### src/periph_consts.svh
`ifndef PERIPH_CONSTS_SVH
`define PERIPH_CONSTS_SVH

// Bus widths
`define PERIPH_ADDR_W       12
`define PERIPH_DATA_W       32
`define PERIPH_OFFS_W       8

// Region map, 0x100 bytes each
`define PERIPH_REGION_SPAN  12'h100
`define PERIPH_TIMER_BASE   12'h000
`define PERIPH_PLIC_BASE    12'h100

// Block sizes
`define PERIPH_NUM_TIMERS   2
`define PERIPH_NUM_SOURCES  4
`define PERIPH_NUM_TARGETS  2
`define PERIPH_PRIO_W       3

// Timer registers, repeated per timer
`define PERIPH_TMR_CTRL     8'h00
`define PERIPH_TMR_COUNT    8'h04
`define PERIPH_TMR_CMP      8'h08
`define PERIPH_TMR_STATUS   8'h0C
`define PERIPH_TMR_STRIDE   8'h10

// PLIC register groups
`define PERIPH_PLIC_PRIO    8'h00
`define PERIPH_PLIC_ENABLE  8'h40
`define PERIPH_PLIC_THRESH  8'h80
`define PERIPH_PLIC_CLAIM   8'hC0

// Answer of unmapped or missing registers
`define PERIPH_ERR_DATA     32'hDEADBEEF

`endif

### src/periph_pkg.sv
`include "periph_consts.svh"

package periph_pkg;

    // Register bus request, valid is a single-cycle strobe
    typedef struct packed {
        logic                      valid;
        logic                      write;
        logic [`PERIPH_ADDR_W-1:0] addr;
        logic [`PERIPH_DATA_W-1:0] wdata;
    } reg_req_t;

    typedef struct packed {
        logic                      ready;
        logic                      error;
        logic [`PERIPH_DATA_W-1:0] rdata;
    } reg_resp_t;

    // Access toward one slave
    typedef struct packed {
        logic                      rd;
        logic                      wr;
        logic [`PERIPH_OFFS_W-1:0] offset;
        logic [`PERIPH_DATA_W-1:0] wdata;
    } slv_req_t;

    typedef enum logic [1:0] {
        BUS_IDLE   = 2'd0,
        BUS_ACCESS = 2'd1,
        BUS_RESP   = 2'd2
    } bus_state_e;

    typedef enum logic [1:0] {
        REGION_TIMER = 2'd0,
        REGION_PLIC  = 2'd1,
        REGION_NONE  = 2'd2
    } region_e;

    typedef enum logic {
        OP_READ  = 1'b0,
        OP_WRITE = 1'b1
    } acc_op_e;

endpackage

### src/periph_bus_ctrl.sv
`timescale 1ns/1ps
`include "periph_consts.svh"

module periph_bus_ctrl import periph_pkg::*; (
    input  logic                      clk_i,
    input  logic                      rst_n_i,
    input  reg_req_t                  req_i,
    output reg_resp_t                 resp_o,
    output slv_req_t                  tmr_req_o,
    input  logic [`PERIPH_DATA_W-1:0] tmr_rdata_i,
    input  logic                      tmr_err_i,
    output slv_req_t                  plic_req_o,
    input  logic [`PERIPH_DATA_W-1:0] plic_rdata_i,
    input  logic                      plic_err_i
);

    bus_state_e                state_q, state_d;
    region_e                   region_d, region_q;
    acc_op_e                   op_q;
    logic [`PERIPH_OFFS_W-1:0] offset_q;
    logic [`PERIPH_DATA_W-1:0] wdata_q;
    logic [`PERIPH_ADDR_W-1:0] region_addr;
    logic                      acc_err;
    logic [`PERIPH_DATA_W-1:0] acc_rdata;
    logic                      ready_q;
    logic                      err_q;
    logic [`PERIPH_DATA_W-1:0] rdata_q;

    // ------------------------------------------------------------------------
    // Region decode and FSM
    // ------------------------------------------------------------------------
    assign region_addr = req_i.addr & ~(`PERIPH_REGION_SPAN - 12'h1);

    always_comb begin
        if (region_addr == `PERIPH_TIMER_BASE) begin
            region_d = REGION_TIMER;
        end else if (region_addr == `PERIPH_PLIC_BASE) begin
            region_d = REGION_PLIC;
        end else begin
            region_d = REGION_NONE;
        end
    end

    always_comb begin
        case (state_q)
            BUS_IDLE:   state_d = req_i.valid ? BUS_ACCESS : BUS_IDLE;
            BUS_ACCESS: state_d = BUS_RESP;
            default:    state_d = BUS_IDLE;
        endcase
    end

    always_ff @(posedge clk_i or negedge rst_n_i) begin
        if (!rst_n_i) begin
            state_q <= BUS_IDLE;
            ready_q <= 1'b0;
        end else begin
            state_q <= state_d;
            ready_q <= (state_q == BUS_RESP);
        end
    end

    // Request capture and response data
    always_ff @(posedge clk_i) begin
        if (state_q == BUS_IDLE && req_i.valid) begin
            region_q <= region_d;
            op_q     <= acc_op_e'(req_i.write);
            offset_q <= req_i.addr[`PERIPH_OFFS_W-1:0];
            wdata_q  <= req_i.wdata;
        end
        if (state_q == BUS_ACCESS) begin
            err_q   <= acc_err;
            rdata_q <= acc_rdata;
        end
    end

    // ------------------------------------------------------------------------
    // Slave strobes and response mux
    // ------------------------------------------------------------------------
    always_comb begin
        tmr_req_o         = '0;
        plic_req_o        = '0;
        tmr_req_o.offset  = offset_q;
        tmr_req_o.wdata   = wdata_q;
        plic_req_o.offset = offset_q;
        plic_req_o.wdata  = wdata_q;
        if (state_q == BUS_ACCESS) begin
            case (region_q)
                REGION_TIMER: begin
                    tmr_req_o.rd = (op_q == OP_READ);
                    tmr_req_o.wr = (op_q == OP_WRITE);
                end
                REGION_PLIC: begin
                    plic_req_o.rd = (op_q == OP_READ);
                    plic_req_o.wr = (op_q == OP_WRITE);
                end
                default: ;
            endcase
        end
    end

    always_comb begin
        case (region_q)
            REGION_TIMER: begin
                acc_err   = tmr_err_i;
                acc_rdata = tmr_err_i ? `PERIPH_ERR_DATA : tmr_rdata_i;
            end
            REGION_PLIC: begin
                acc_err   = plic_err_i;
                acc_rdata = plic_err_i ? `PERIPH_ERR_DATA : plic_rdata_i;
            end
            default: begin
                acc_err   = 1'b1;
                acc_rdata = `PERIPH_ERR_DATA;
            end
        endcase
    end

    assign resp_o.ready = ready_q;
    assign resp_o.error = err_q;
    assign resp_o.rdata = rdata_q;

endmodule

### src/periph_plic.sv
`timescale 1ns/1ps
`include "periph_consts.svh"

module periph_plic import periph_pkg::*; (
    input  logic                           clk_i,
    input  logic                           rst_n_i,
    input  slv_req_t                       slv_i,
    output logic [`PERIPH_DATA_W-1:0]      rdata_o,
    output logic                           err_o,
    input  logic [`PERIPH_NUM_SOURCES-1:0] irq_src_i,
    output logic [`PERIPH_NUM_TARGETS-1:0] eip_o
);

    localparam int NUM_SRC = `PERIPH_NUM_SOURCES;
    localparam int NUM_TGT = `PERIPH_NUM_TARGETS;
    localparam int ID_W    = $clog2(NUM_SRC + 1);
    localparam int TGT_W   = $clog2(NUM_TGT);

    logic [`PERIPH_PRIO_W-1:0] prio_q   [1:NUM_SRC];
    logic [NUM_SRC:1]          en_q     [NUM_TGT];
    logic [`PERIPH_PRIO_W-1:0] thresh_q [NUM_TGT];
    logic [NUM_SRC:1]          claimed_q;
    logic [NUM_TGT-1:0]        eip_q;

    logic [NUM_SRC:1]          elig     [NUM_TGT];
    logic [ID_W-1:0]           claim_id [NUM_TGT];
    logic [`PERIPH_OFFS_W-1:0] grp;
    logic [`PERIPH_OFFS_W-1:0] idx;
    logic [ID_W-1:0]           src_sel;
    logic [TGT_W-1:0]          tgt;
    logic                      hit;
    logic                      cpl_ok;
    logic [ID_W-1:0]           cpl_id;

    // ------------------------------------------------------------------------
    // Register decode
    // ------------------------------------------------------------------------
    assign grp     = slv_i.offset & 8'hC0;
    assign idx     = (slv_i.offset & 8'h3C) >> 2;
    assign src_sel = idx[ID_W-1:0];
    assign tgt     = idx[TGT_W-1:0];

    always_comb begin
        if (slv_i.offset[1:0] != 2'b00) begin
            hit = 1'b0;
        end else if (grp == `PERIPH_PLIC_PRIO) begin
            hit = (idx <= 8'(NUM_SRC));
        end else begin
            hit = (idx < 8'(NUM_TGT));
        end
    end

    // Completion id, only ids 1..NUM_SRC count
    assign cpl_ok = (slv_i.wdata != '0) && (slv_i.wdata <= 32'(NUM_SRC));
    assign cpl_id = slv_i.wdata[ID_W-1:0];

    // ------------------------------------------------------------------------
    // Eligibility and arbitration
    // ------------------------------------------------------------------------
    always_comb begin
        for (int t = 0; t < NUM_TGT; t++) begin
            for (int s = 1; s <= NUM_SRC; s++) begin
                elig[t][s] = irq_src_i[s-1] && !claimed_q[s] && en_q[t][s] &&
                             (prio_q[s] > thresh_q[t]);
            end
        end
    end

    // Strict compare keeps the lower id on equal priority
    always_comb begin
        logic [`PERIPH_PRIO_W-1:0] best;
        for (int t = 0; t < NUM_TGT; t++) begin
            best        = '0;
            claim_id[t] = '0;
            for (int s = 1; s <= NUM_SRC; s++) begin
                if (elig[t][s] && prio_q[s] > best) begin
                    best        = prio_q[s];
                    claim_id[t] = ID_W'(s);
                end
            end
        end
    end

    // ------------------------------------------------------------------------
    // Registers
    // ------------------------------------------------------------------------
    always_ff @(posedge clk_i or negedge rst_n_i) begin
        if (!rst_n_i) begin
            for (int s = 1; s <= NUM_SRC; s++) begin
                prio_q[s] <= '0;
            end
            for (int t = 0; t < NUM_TGT; t++) begin
                en_q[t]     <= '0;
                thresh_q[t] <= '0;
            end
            claimed_q <= '0;
            eip_q     <= '0;
        end else begin
            if (slv_i.wr && hit) begin
                case (grp)
                    `PERIPH_PLIC_PRIO: begin
                        if (src_sel != '0) begin
                            prio_q[src_sel] <= slv_i.wdata[`PERIPH_PRIO_W-1:0];
                        end
                    end
                    `PERIPH_PLIC_ENABLE: en_q[tgt]     <= slv_i.wdata[NUM_SRC:1];
                    `PERIPH_PLIC_THRESH: thresh_q[tgt] <= slv_i.wdata[`PERIPH_PRIO_W-1:0];
                    default: ;
                endcase
            end
            // Claim on read, complete on write
            if (slv_i.rd && hit && grp == `PERIPH_PLIC_CLAIM && claim_id[tgt] != '0) begin
                claimed_q[claim_id[tgt]] <= 1'b1;
            end
            if (slv_i.wr && hit && grp == `PERIPH_PLIC_CLAIM && cpl_ok) begin
                claimed_q[cpl_id] <= 1'b0;
            end
            for (int t = 0; t < NUM_TGT; t++) begin
                eip_q[t] <= |elig[t];
            end
        end
    end

    assign eip_o = eip_q;

    always_comb begin
        rdata_o = '0;
        err_o   = !hit;
        if (hit) begin
            case (grp)
                `PERIPH_PLIC_PRIO: begin
                    if (src_sel != '0) begin
                        rdata_o = 32'(prio_q[src_sel]);
                    end
                end
                `PERIPH_PLIC_ENABLE: rdata_o = 32'({en_q[tgt], 1'b0});
                `PERIPH_PLIC_THRESH: rdata_o = 32'(thresh_q[tgt]);
                default:             rdata_o = 32'(claim_id[tgt]);
            endcase
        end
    end

endmodule

### src/periph_timer.sv
`timescale 1ns/1ps
`include "periph_consts.svh"

module periph_timer import periph_pkg::*; (
    input  logic                          clk_i,
    input  logic                          rst_n_i,
    input  slv_req_t                      slv_i,
    output logic [`PERIPH_DATA_W-1:0]     rdata_o,
    output logic                          err_o,
    output logic [`PERIPH_NUM_TIMERS-1:0] irq_o
);

    localparam int NUM_TIMERS = `PERIPH_NUM_TIMERS;
    localparam int SEL_W      = $clog2(NUM_TIMERS);

    logic [`PERIPH_OFFS_W-1:0] tmr_sel;
    logic [`PERIPH_OFFS_W-1:0] reg_off;
    logic [SEL_W-1:0]          idx;
    logic                      hit;
    logic [NUM_TIMERS-1:0]     wr_sel;
    logic [NUM_TIMERS-1:0]     match;

    logic                      en_q     [NUM_TIMERS];
    logic [`PERIPH_DATA_W-1:0] count_q  [NUM_TIMERS];
    logic [`PERIPH_DATA_W-1:0] cmp_q    [NUM_TIMERS];
    logic                      status_q [NUM_TIMERS];

    // Offset split into timer and register
    assign tmr_sel = slv_i.offset / `PERIPH_TMR_STRIDE;
    assign reg_off = slv_i.offset % `PERIPH_TMR_STRIDE;
    assign idx     = tmr_sel[SEL_W-1:0];
    assign hit     = (tmr_sel < 8'(NUM_TIMERS)) && (reg_off[1:0] == 2'b00);

    always_comb begin
        for (int t = 0; t < NUM_TIMERS; t++) begin
            wr_sel[t] = slv_i.wr && hit && (tmr_sel == 8'(t));
            match[t]  = en_q[t] && (count_q[t] == cmp_q[t]);
            irq_o[t]  = status_q[t];
        end
    end

    always_ff @(posedge clk_i or negedge rst_n_i) begin
        if (!rst_n_i) begin
            for (int t = 0; t < NUM_TIMERS; t++) begin
                en_q[t]     <= 1'b0;
                count_q[t]  <= '0;
                cmp_q[t]    <= '0;
                status_q[t] <= 1'b0;
            end
        end else begin
            for (int t = 0; t < NUM_TIMERS; t++) begin
                if (wr_sel[t] && reg_off == `PERIPH_TMR_CTRL) begin
                    en_q[t] <= slv_i.wdata[0];
                end
                if (wr_sel[t] && reg_off == `PERIPH_TMR_CMP) begin
                    cmp_q[t] <= slv_i.wdata;
                end
                // Software write wins over counting
                if (wr_sel[t] && reg_off == `PERIPH_TMR_COUNT) begin
                    count_q[t] <= slv_i.wdata;
                end else if (match[t]) begin
                    count_q[t] <= '0;
                end else if (en_q[t]) begin
                    count_q[t] <= count_q[t] + 1'b1;
                end
                if (match[t]) begin
                    status_q[t] <= 1'b1;
                end else if (wr_sel[t] && reg_off == `PERIPH_TMR_STATUS && slv_i.wdata[0]) begin
                    status_q[t] <= 1'b0;
                end
            end
        end
    end

    always_comb begin
        rdata_o = '0;
        err_o   = !hit;
        if (hit) begin
            case (reg_off)
                `PERIPH_TMR_CTRL:   rdata_o = 32'(en_q[idx]);
                `PERIPH_TMR_COUNT:  rdata_o = count_q[idx];
                `PERIPH_TMR_CMP:    rdata_o = cmp_q[idx];
                `PERIPH_TMR_STATUS: rdata_o = 32'(status_q[idx]);
                default:            rdata_o = '0;
            endcase
        end
    end

endmodule

### src/periph_top.sv
`timescale 1ns/1ps
`include "periph_consts.svh"

module periph_top import periph_pkg::*; (
    input  logic                                              clk_i,
    input  logic                                              rst_n_i,
    input  reg_req_t                                          req_i,
    output reg_resp_t                                         resp_o,
    input  logic [`PERIPH_NUM_SOURCES-`PERIPH_NUM_TIMERS-1:0] irq_ext_i,
    output logic [`PERIPH_NUM_TARGETS-1:0]                    eip_o
);

    slv_req_t                      tmr_req;
    slv_req_t                      plic_req;
    logic [`PERIPH_DATA_W-1:0]     tmr_rdata;
    logic [`PERIPH_DATA_W-1:0]     plic_rdata;
    logic                          tmr_err;
    logic                          plic_err;
    logic [`PERIPH_NUM_TIMERS-1:0] tmr_irq;
    logic [`PERIPH_NUM_SOURCES-1:0] irq_src;

    // Ids 1-2 external, ids 3-4 timers
    assign irq_src = {tmr_irq, irq_ext_i};

    periph_bus_ctrl i_bus_ctrl (
        .clk_i        ( clk_i      ),
        .rst_n_i      ( rst_n_i    ),
        .req_i        ( req_i      ),
        .resp_o       ( resp_o     ),
        .tmr_req_o    ( tmr_req    ),
        .tmr_rdata_i  ( tmr_rdata  ),
        .tmr_err_i    ( tmr_err    ),
        .plic_req_o   ( plic_req   ),
        .plic_rdata_i ( plic_rdata ),
        .plic_err_i   ( plic_err   )
    );

    periph_timer i_timer (
        .clk_i   ( clk_i     ),
        .rst_n_i ( rst_n_i   ),
        .slv_i   ( tmr_req   ),
        .rdata_o ( tmr_rdata ),
        .err_o   ( tmr_err   ),
        .irq_o   ( tmr_irq   )
    );

    periph_plic i_plic (
        .clk_i     ( clk_i      ),
        .rst_n_i   ( rst_n_i    ),
        .slv_i     ( plic_req   ),
        .rdata_o   ( plic_rdata ),
        .err_o     ( plic_err   ),
        .irq_src_i ( irq_src    ),
        .eip_o     ( eip_o      )
    );

endmodule

### config.mk
export PLATFORM = sky130hd
export DESIGN_NAME = periph_top
export DESIGN_NICKNAME = d
export VERILOG_FILES = /design/src/periph_pkg.sv /design/src/periph_bus_ctrl.sv /design/src/periph_plic.sv /design/src/periph_timer.sv /design/src/periph_top.sv
export VERILOG_INCLUDE_DIRS = /design/src
export SDC_FILE = /design/constraint.sdc
export NUM_CORES = 1
export LEC_CHECK = 0
export BUFFER_PORTS_ARGS = -buffer_cell sky130_fd_sc_hd__buf_2
export CORE_ASPECT_RATIO = 0.7
export CORE_MARGIN = 5
export CORE_UTILIZATION = 56
export CTS_BUF_LIST = sky130_fd_sc_hd__clkbuf_16
export CTS_CLUSTER_DIAMETER = 120
export DETAILED_ROUTE_END_ITERATION = 12
export PLACE_DENSITY = 0.77
export SLEW_MARGIN = 10
export SYNTH_ARGS = -nofsm -noshare
export SYNTH_HDL_FRONTEND = slang
export SYNTH_SLANG_ARGS = --single-unit
### constraint.sdc
create_clock -name clk_i -period 5.3 [get_ports clk_i]
set_input_delay 0.265 -clock clk_i [delete_from_list [all_inputs] [get_ports clk_i]]
set_output_delay 0.265 -clock clk_i [all_outputs]
set_load 0.02 [all_outputs]
==> flow_summary.yaml, run 1 <==
sta:
  slew_headroom_pct: 21.4
  finalWorstSetupSlack_ns: -0.00503
  hold_viol_final: 0
  setup_viol: 1
  hold_ws_ns: 0.0214
  worstMarginPinSlew_ns: 1.18
  finalClockSkew_ns: 0.0109
  finalMaxSlewViolations: 0
  fmaxAchievable_ghz: 0.189
  fin_crit_ns: 5.31
  min_period_over_period_pct: 100
global_route:
  met1_usage_pct: 48.7
  grt_pass1_vias: 11400
  use_met3_pct: 12.7
  antenna_found_initial: 0
  grt_max_degree: 80
  busiest_layer: "met1"
  grt_pass1_wl_mm: 68.2
  grt_use_total_pct: 31.2
  grt.met2_usage_pct: 40.8
  grt_overflow: 0
finish:
  layout.nets: 1588
  utilization_pct: 66.2
  antenna_cells: 0
  drive_gt1_share_pct: 20.8
  fin_cells: 1838
  syn_to_final_growth_pct: 16.6
route:
  wirelength_mm: 45.0
  drc_errors: 0
  vias: 12200
  drt_iter0_drc: 1578
  routedWlPerCell_um: 24.5
  drt_first_pass_iters: 5
  viasPerCell: 6.62
  ant_nets: 0
worst_setup_path:
  critPathBufInv: 2
  crit_required_ns: 5.56
  cp_top_family: "compound AO/OA/AOI/OAI gates"
  path_common_cell: "ha_1"
  worst-path-stages: 27
  path_max_fanout: 5
  worstPathArrival_ns: 5.56
  rr_worst_depth: 27
  end_kind: "register"
  slowest_stage: "dfrtp_1"
  critPathLaunchType: "register"
  slowest_delay_ns: 0.42
  worstSetupPathType: "reg -> reg"
logic_synthesis:
  avgSynthCellArea_um2: 10.2
  synth-main-ff-cell: "dfrtp_1"
  synthCells: 1376
  ys_seq_area_share_pct: 46.1
  async_flop_share_pct: 68.7
  syn_nets: 1470
  synth_area_um2: 14000
  synth_edf_count: 76
  ys_warn_count: 0
  synth.distinct_cells: 73
  ys_ff_latch: 243
job:
  drv_cap: 0
hold_path:
  whs_path_depth: 2
  hold_class: "in -> reg"
place:
  gp_congestion: 0.967
  dp_cells: 1736
  port_buffers: 85
  dpl.hpwl_mm: 31.2
floorplan:
  num_rows: 48
  die_height_um: 142
  die_w_um: 199
  coreArea_um2: 24700
  initial_core_util_pct: 56.8
  dieArea_um2: 28400
  io-pin-count: 86
status:
  violations: "setup timing"
  status: "finished with violations"
cts:
  clock-sinks: 243
  clkLatencyLatePin_ns: 0.53
  h-tree-depth: 1
  cts_root_buffer: "clkbuf_16"
  cts_inserted_buffers: 25
  clk_path_buf_depth: 3
  path_clk_slew_ns: 0.06
  cts_tree: "built"
power_and_ir_drop:
  peakVddDrop_v: 0.000226
  power_mw: 3.97
  leakage_nw: 6.82
  p_per_area_nw_per_um2: 243
-- Yosys cell counts (all sizes together), types with 3 or more instances --
master    n  area [µm²]
a21oi    55         275
a221oi    5        43.8
a22oi    17         128
a31oi    43         269
a32oi     4        35.0
and2      6        37.5
and3     16         101
buf      21         108
clkbuf   64         260
dfrtp   167        4180
edfxtp   76        2280
ha       44         551
inv      40         150
mux2     89        1000
mux2i    75         751
nand2    84         328
nand2b   13        81.3
nand3    53         265
nand3b   17         128
nand4    29         181
nand4b    6        52.6
nor2    101         379
nor2b    27         169
nor3     22         110
nor4     30         194
o21a      6        45.0
o21ai   101         505
o221ai    3        26.3
o22a     29         254
o22ai     4        25.0
o31ai     5        37.5
or3      17         111
or4       9        72.6
xnor2    33         289
xor2     31         272
-- layout make-up --
type | count | area (µm²)
well taps | 325 | 407
multi-input cells | 1004 | 7310
fillers | 1848 | 8330
inverters | 40 | 150
repair buffers | 180 | 1270
flip-flops and latches | 243 | 6460
clock buffers | 25 | 626
clock inverters | 21 | 130
-- worst paths after layout --
kind | endpoint | start | slack, ns
max in group asynchronous | i_timer.cmp_q[26]$_DFFE_PN0P_ | rst_n_i | 3.78
worst max-delay path | i_bus_ctrl.rdata_q[1]$_SDFFCE_PN1P_ | i_plic.prio_q[10]$_DFFE_PN0P_ | -0.005
worst min register to register | i_bus_ctrl.ready_q$_DFF_PN0_ | i_bus_ctrl.state_q[0]$_DFF_PN0_ | 0.47
worst max register to register | i_bus_ctrl.rdata_q[1]$_SDFFCE_PN1P_ | i_plic.prio_q[10]$_DFFE_PN0P_ | -0.005
worst min-delay path | i_bus_ctrl.state_q[0]$_DFF_PN0_ | req_i[45] | 0.02
min in group asynchronous | i_plic.eip_o[1]$_DFF_PN0_ | rst_n_i | 0.35
-- power breakdown --
group,switching [mW],internal [mW]
logic,0.137,0.0812
clock network,0.759,0.911
registers,0.0871,1.99
total,0.983,2.98
-- cells by family (layout without fill, tap and decap cells) --
kind of cell	count (synthesis)	after routing	share of synthesized area (%)
compound gates	292	292	13.0
xor+xnor	64	64	4.00
fa+ha+maj	44	44	3.92
buf+inv	129	266	4.06
flops	243	243	46.1
mux	165	165	12.7
simple gates	439	439	16.3
-- cell usage in the layout, fill, tap and decap left out, drive strengths merged, types with 44 or more instances in the layout --
cell | synthesis | routed
nand2 | 84 | 84
nor2 | 101 | 101
ha | 44 | 44
edfxtp | 76 | 76
nand3 | 53 | 53
o21ai | 101 | 101
buf | 21 | 138
a21oi | 55 | 55
mux2i | 75 | 75
dfrtp | 167 | 167
mux2 | 89 | 89
inv | 40 | 48
-- routing by layer --
| metal | vias to the layer above | share of wire [%] |
|---|---|---|
| li1 | 5339 | - |
| met1 | 5991 | 43 |
| met2 | 771 | 40 |
| met3 | 67 | 16 |
| met4 | 0 | 1.8 |
| met5 | - | 0 |
-- per-stage QoR --
step           area (µm²)  setup TNS [ns]  setup slack [ns]
5_1_grt             16400           -1.14            -0.258
6_report            16400        -0.00503          -0.00503
3_5_place_dp        14800          -0.758            -0.204
3_3_place_gp        14800         -0.0150           -0.0150
2_1_floorplan       14000               0             0.318
4_1_cts             16000               0            0.0356
-- what timing repair did --
| action | CTS | global route |
|---|---|---|
| gates cloned | 0 | 0 |
| pin swaps | 1 | 18 |
| endpoints found under the setup margin | 5 | 7 |
| buffers inserted | 0 | 14 |
| hold endpoints to repair | 118 | 0 |
| hold buffers | 42 | 0 |
| gates resized for setup | 4 | 53 |
-- sequential cells by signal (all words and copies together), names as in the netlist, 4 cells and up --
name	flops
i_timer.cmp_q	64
i_plic.thresh_q	6
i_bus_ctrl.wdata_q	32
i_plic.prio_q	12
i_plic.en_q	8
i_plic.claimed_q	4
i_bus_ctrl.offset_q	8
i_bus_ctrl.rdata_q	32
i_timer.count_q	64
No activity file was read; power rests on OpenSTA's default activity.
==> run 2: changes to the inputs <==
--- a/config.mk
+++ b/config.mk
@@ -14,6 +14,7 @@
 export CTS_CLUSTER_DIAMETER = 120
 export DETAILED_ROUTE_END_ITERATION = 12
 export PLACE_DENSITY = 0.77
+export REMOVE_ABC_BUFFERS = 1
 export SLEW_MARGIN = 10
 export SYNTH_ARGS = -nofsm -noshare
 export SYNTH_HDL_FRONTEND = slang
==> run 2 against run 1 <==
Compared with the run above:
- the run now ends clean
- cell count up 0.11%
- hold slack better by 0.054 ns
- via count down 0.39%
- highest routed layer unchanged
- setup slack better by 0.090 ns
- clock-buffer cell count up 1
- sequential cell count unchanged
- critical path depth down 1
- core utilization up 0.43 points
- sequential share of layout area down 0.25 points
- design area up 0.64%
- non-clock buffer count up 1
- combinational power about the same
==> flow_summary.yaml, run 2 (synthesis gave the netlist of run 1 again) <==
cts:
  clock-sinks: 243
  clk_path_buf_depth: 3
  h-tree-depth: 1
  cts_inserted_buffers: 26
  cts_tree: "built"
  path_clk_slew_ns: 0.07
  cts_root_buffer: "clkbuf_16"
  clkLatencyLatePin_ns: 0.54
sta:
  slew_headroom_pct: 41.2
  fin_crit_ns: 5.21
  worstMarginPinSlew_ns: 0.883
  hold_ws_ns: 0.0752
  hold_viol_final: 0
  finalClockSkew_ns: 0.0209
  min_period_over_period_pct: 98.4
  setup_viol: 0
  finalMaxSlewViolations: 0
  fmaxAchievable_ghz: 0.192
global_route:
  grt_pass1_vias: 11500
  antenna_found_initial: 0
  grt_max_degree: 77
  grt_use_total_pct: 31.0
  grt_pass1_wl_mm: 68.1
  grt_overflow: 0
route:
  drt_first_pass_iters: 7
  routedWlPerCell_um: 24.5
  ant_nets: 0
  viasPerCell: 6.59
  drt_iter0_drc: 1777
  vias: 12100
  drc_errors: 0
  wirelength_mm: 45.0
finish:
  antenna_cells: 0
  utilization_pct: 66.7
  drive_gt1_share_pct: 20.5
  reg_top3: "i_timer.cmp_q x64, i_timer.count_q x64"
  final_common_cell: "dfrtp_1"
  final_cell_mix: "dfrtp_1, nor2_1, o21ai_0"
  seqCellArea_um2: 6460
  layout.nets: 1590
  fillers: 1870
  multiInputGateArea_um2: 7290
  syn_to_final_growth_pct: 17.3
floorplan:
  num_rows: 48
  initial_core_util_pct: 56.8
  dieArea_um2: 28400
  io-pin-count: 86
  die_w_um: 199
  coreArea_um2: 24700
  die_height_um: 142
worst_setup_path:
  slowest_delay_ns: 0.38
  cp_top_family: "compound AO/OA/AOI/OAI gates"
  worst-path-stages: 26
  worstPathArrival_ns: 5.49
  worstSetupPathType: "reg -> reg"
  path_common_cell: "ha_1"
  path_max_fanout: 7
  crit_required_ns: 5.57
  critPathBufInv: 1
  end_kind: "register"
  rr_worst_depth: 26
  critPathLaunchType: "register"
  slowest_stage: "dfrtp_1"
place:
  gp_congestion: 1.00
  port_buffers: 85
  dpl.hpwl_mm: 30.8
power_and_ir_drop:
  switching_share_pct: 23.6
  combPwrFrac_pct: 5.3
  peakVddDrop_v: 0.000247
  leakage_nw: 6.85
  pwr-share-seq_pct: 49.4
  p_switching_mw: 0.990
  pwr-share-clk_pct: 45.4
  p_per_area_nw_per_um2: 255
  intPower_mw: 3.21
status:
  status: "completed"
job:
  drv_cap: 0
hold_path:
  whs_path_depth: 3
  hold_class: "in -> reg"
[run 2: path summary, 6_finish.rpt]
| kind | from | to | slack, ns |
|---|---|---|---|
| setup / recovery | i_plic.prio_q[11]$_DFFE_PN0P_ | i_bus_ctrl.rdata_q[1]$_SDFFCE_PN1P_ | 0.09 |
| hold / removal | req_i[40] | i_bus_ctrl.region_q[0]$_SDFFCE_PN0P_ | 0.08 |
| setup reg to reg | i_plic.prio_q[11]$_DFFE_PN0P_ | i_bus_ctrl.rdata_q[1]$_SDFFCE_PN1P_ | 0.09 |
| hold reg to reg | i_bus_ctrl.state_q[0]$_DFF_PN0_ | i_bus_ctrl.ready_q$_DFF_PN0_ | 0.48 |
| max in group asynchronous | rst_n_i | i_timer.count_q[20]$_DFFE_PN0P_ | 3.72 |
| min in group asynchronous | rst_n_i | i_timer.cmp_q[62]$_DFFE_PN0P_ | 0.35 |
[run 2: timing repair]
item	4_1_cts	5_1_grt
hold endpoints to repair	116	0
gates resized for setup	4	43
endpoints found under the setup margin	6	7
pin swaps	2	20
setup buffers	1	9
hold buffers	44	0
[run 2: metrics by stage]
stage               power (mW)  cell area [µm²]  cells  setup TNS (ns)  setup WS, ns
floorplan                 2.17            13600   1287               0         0.315
global placement          2.29            14800   1739               0        0.0478
detailed placement        2.29            14800   1739          -0.441        -0.238
CTS                       4.19            16100   1831               0        0.0403
global route              4.30            16500   1840          -0.260       -0.0907
finish                    4.20            16500   1840               0        0.0855
[run 2: per-layer routing]
metal  vias up  GRT usage, %  routed length, µm
li1       5344             -                  -
met2       787          42.7              18300
met1      5893          46.8              19100
met4         0          6.58               1060
met5         -             0                  0
met3        97          11.6               6560
[run 2: area by class of cell]
| class | count | area share [%] |
|---|---|---|
| Multi-Input combinational cell | 1004 | 44.3 |
| Sequential cell | 243 | 39.3 |
| Timing Repair Buffer | 181 | 7.72 |
| Clock buffer | 26 | 3.95 |
| Tap cell | 325 | 2.47 |
| Clock inverter | 21 | 1.41 |
| Inverter | 40 | 0.912 |
[run 2: power by group through the flow]
| stage | combinational [mW] | clock (mW) | sequential, mW |
|---|---|---|---|
| 3_5_place_dp | 0.190 | 0 | 2.10 |
| 3_3_place_gp | 0.188 | 0 | 2.10 |
| 2_1_floorplan | 0.0769 | 0 | 2.09 |
| 5_1_grt | 0.238 | 1.99 | 2.07 |
| 4_1_cts | 0.216 | 1.91 | 2.06 |
| 6_report | 0.222 | 1.90 | 2.07 |
[run 2: worst min-delay path, stage by stage]
cell    delay (ns)
buf_2         0.07
inv_1         0.03
nor2_1        0.12
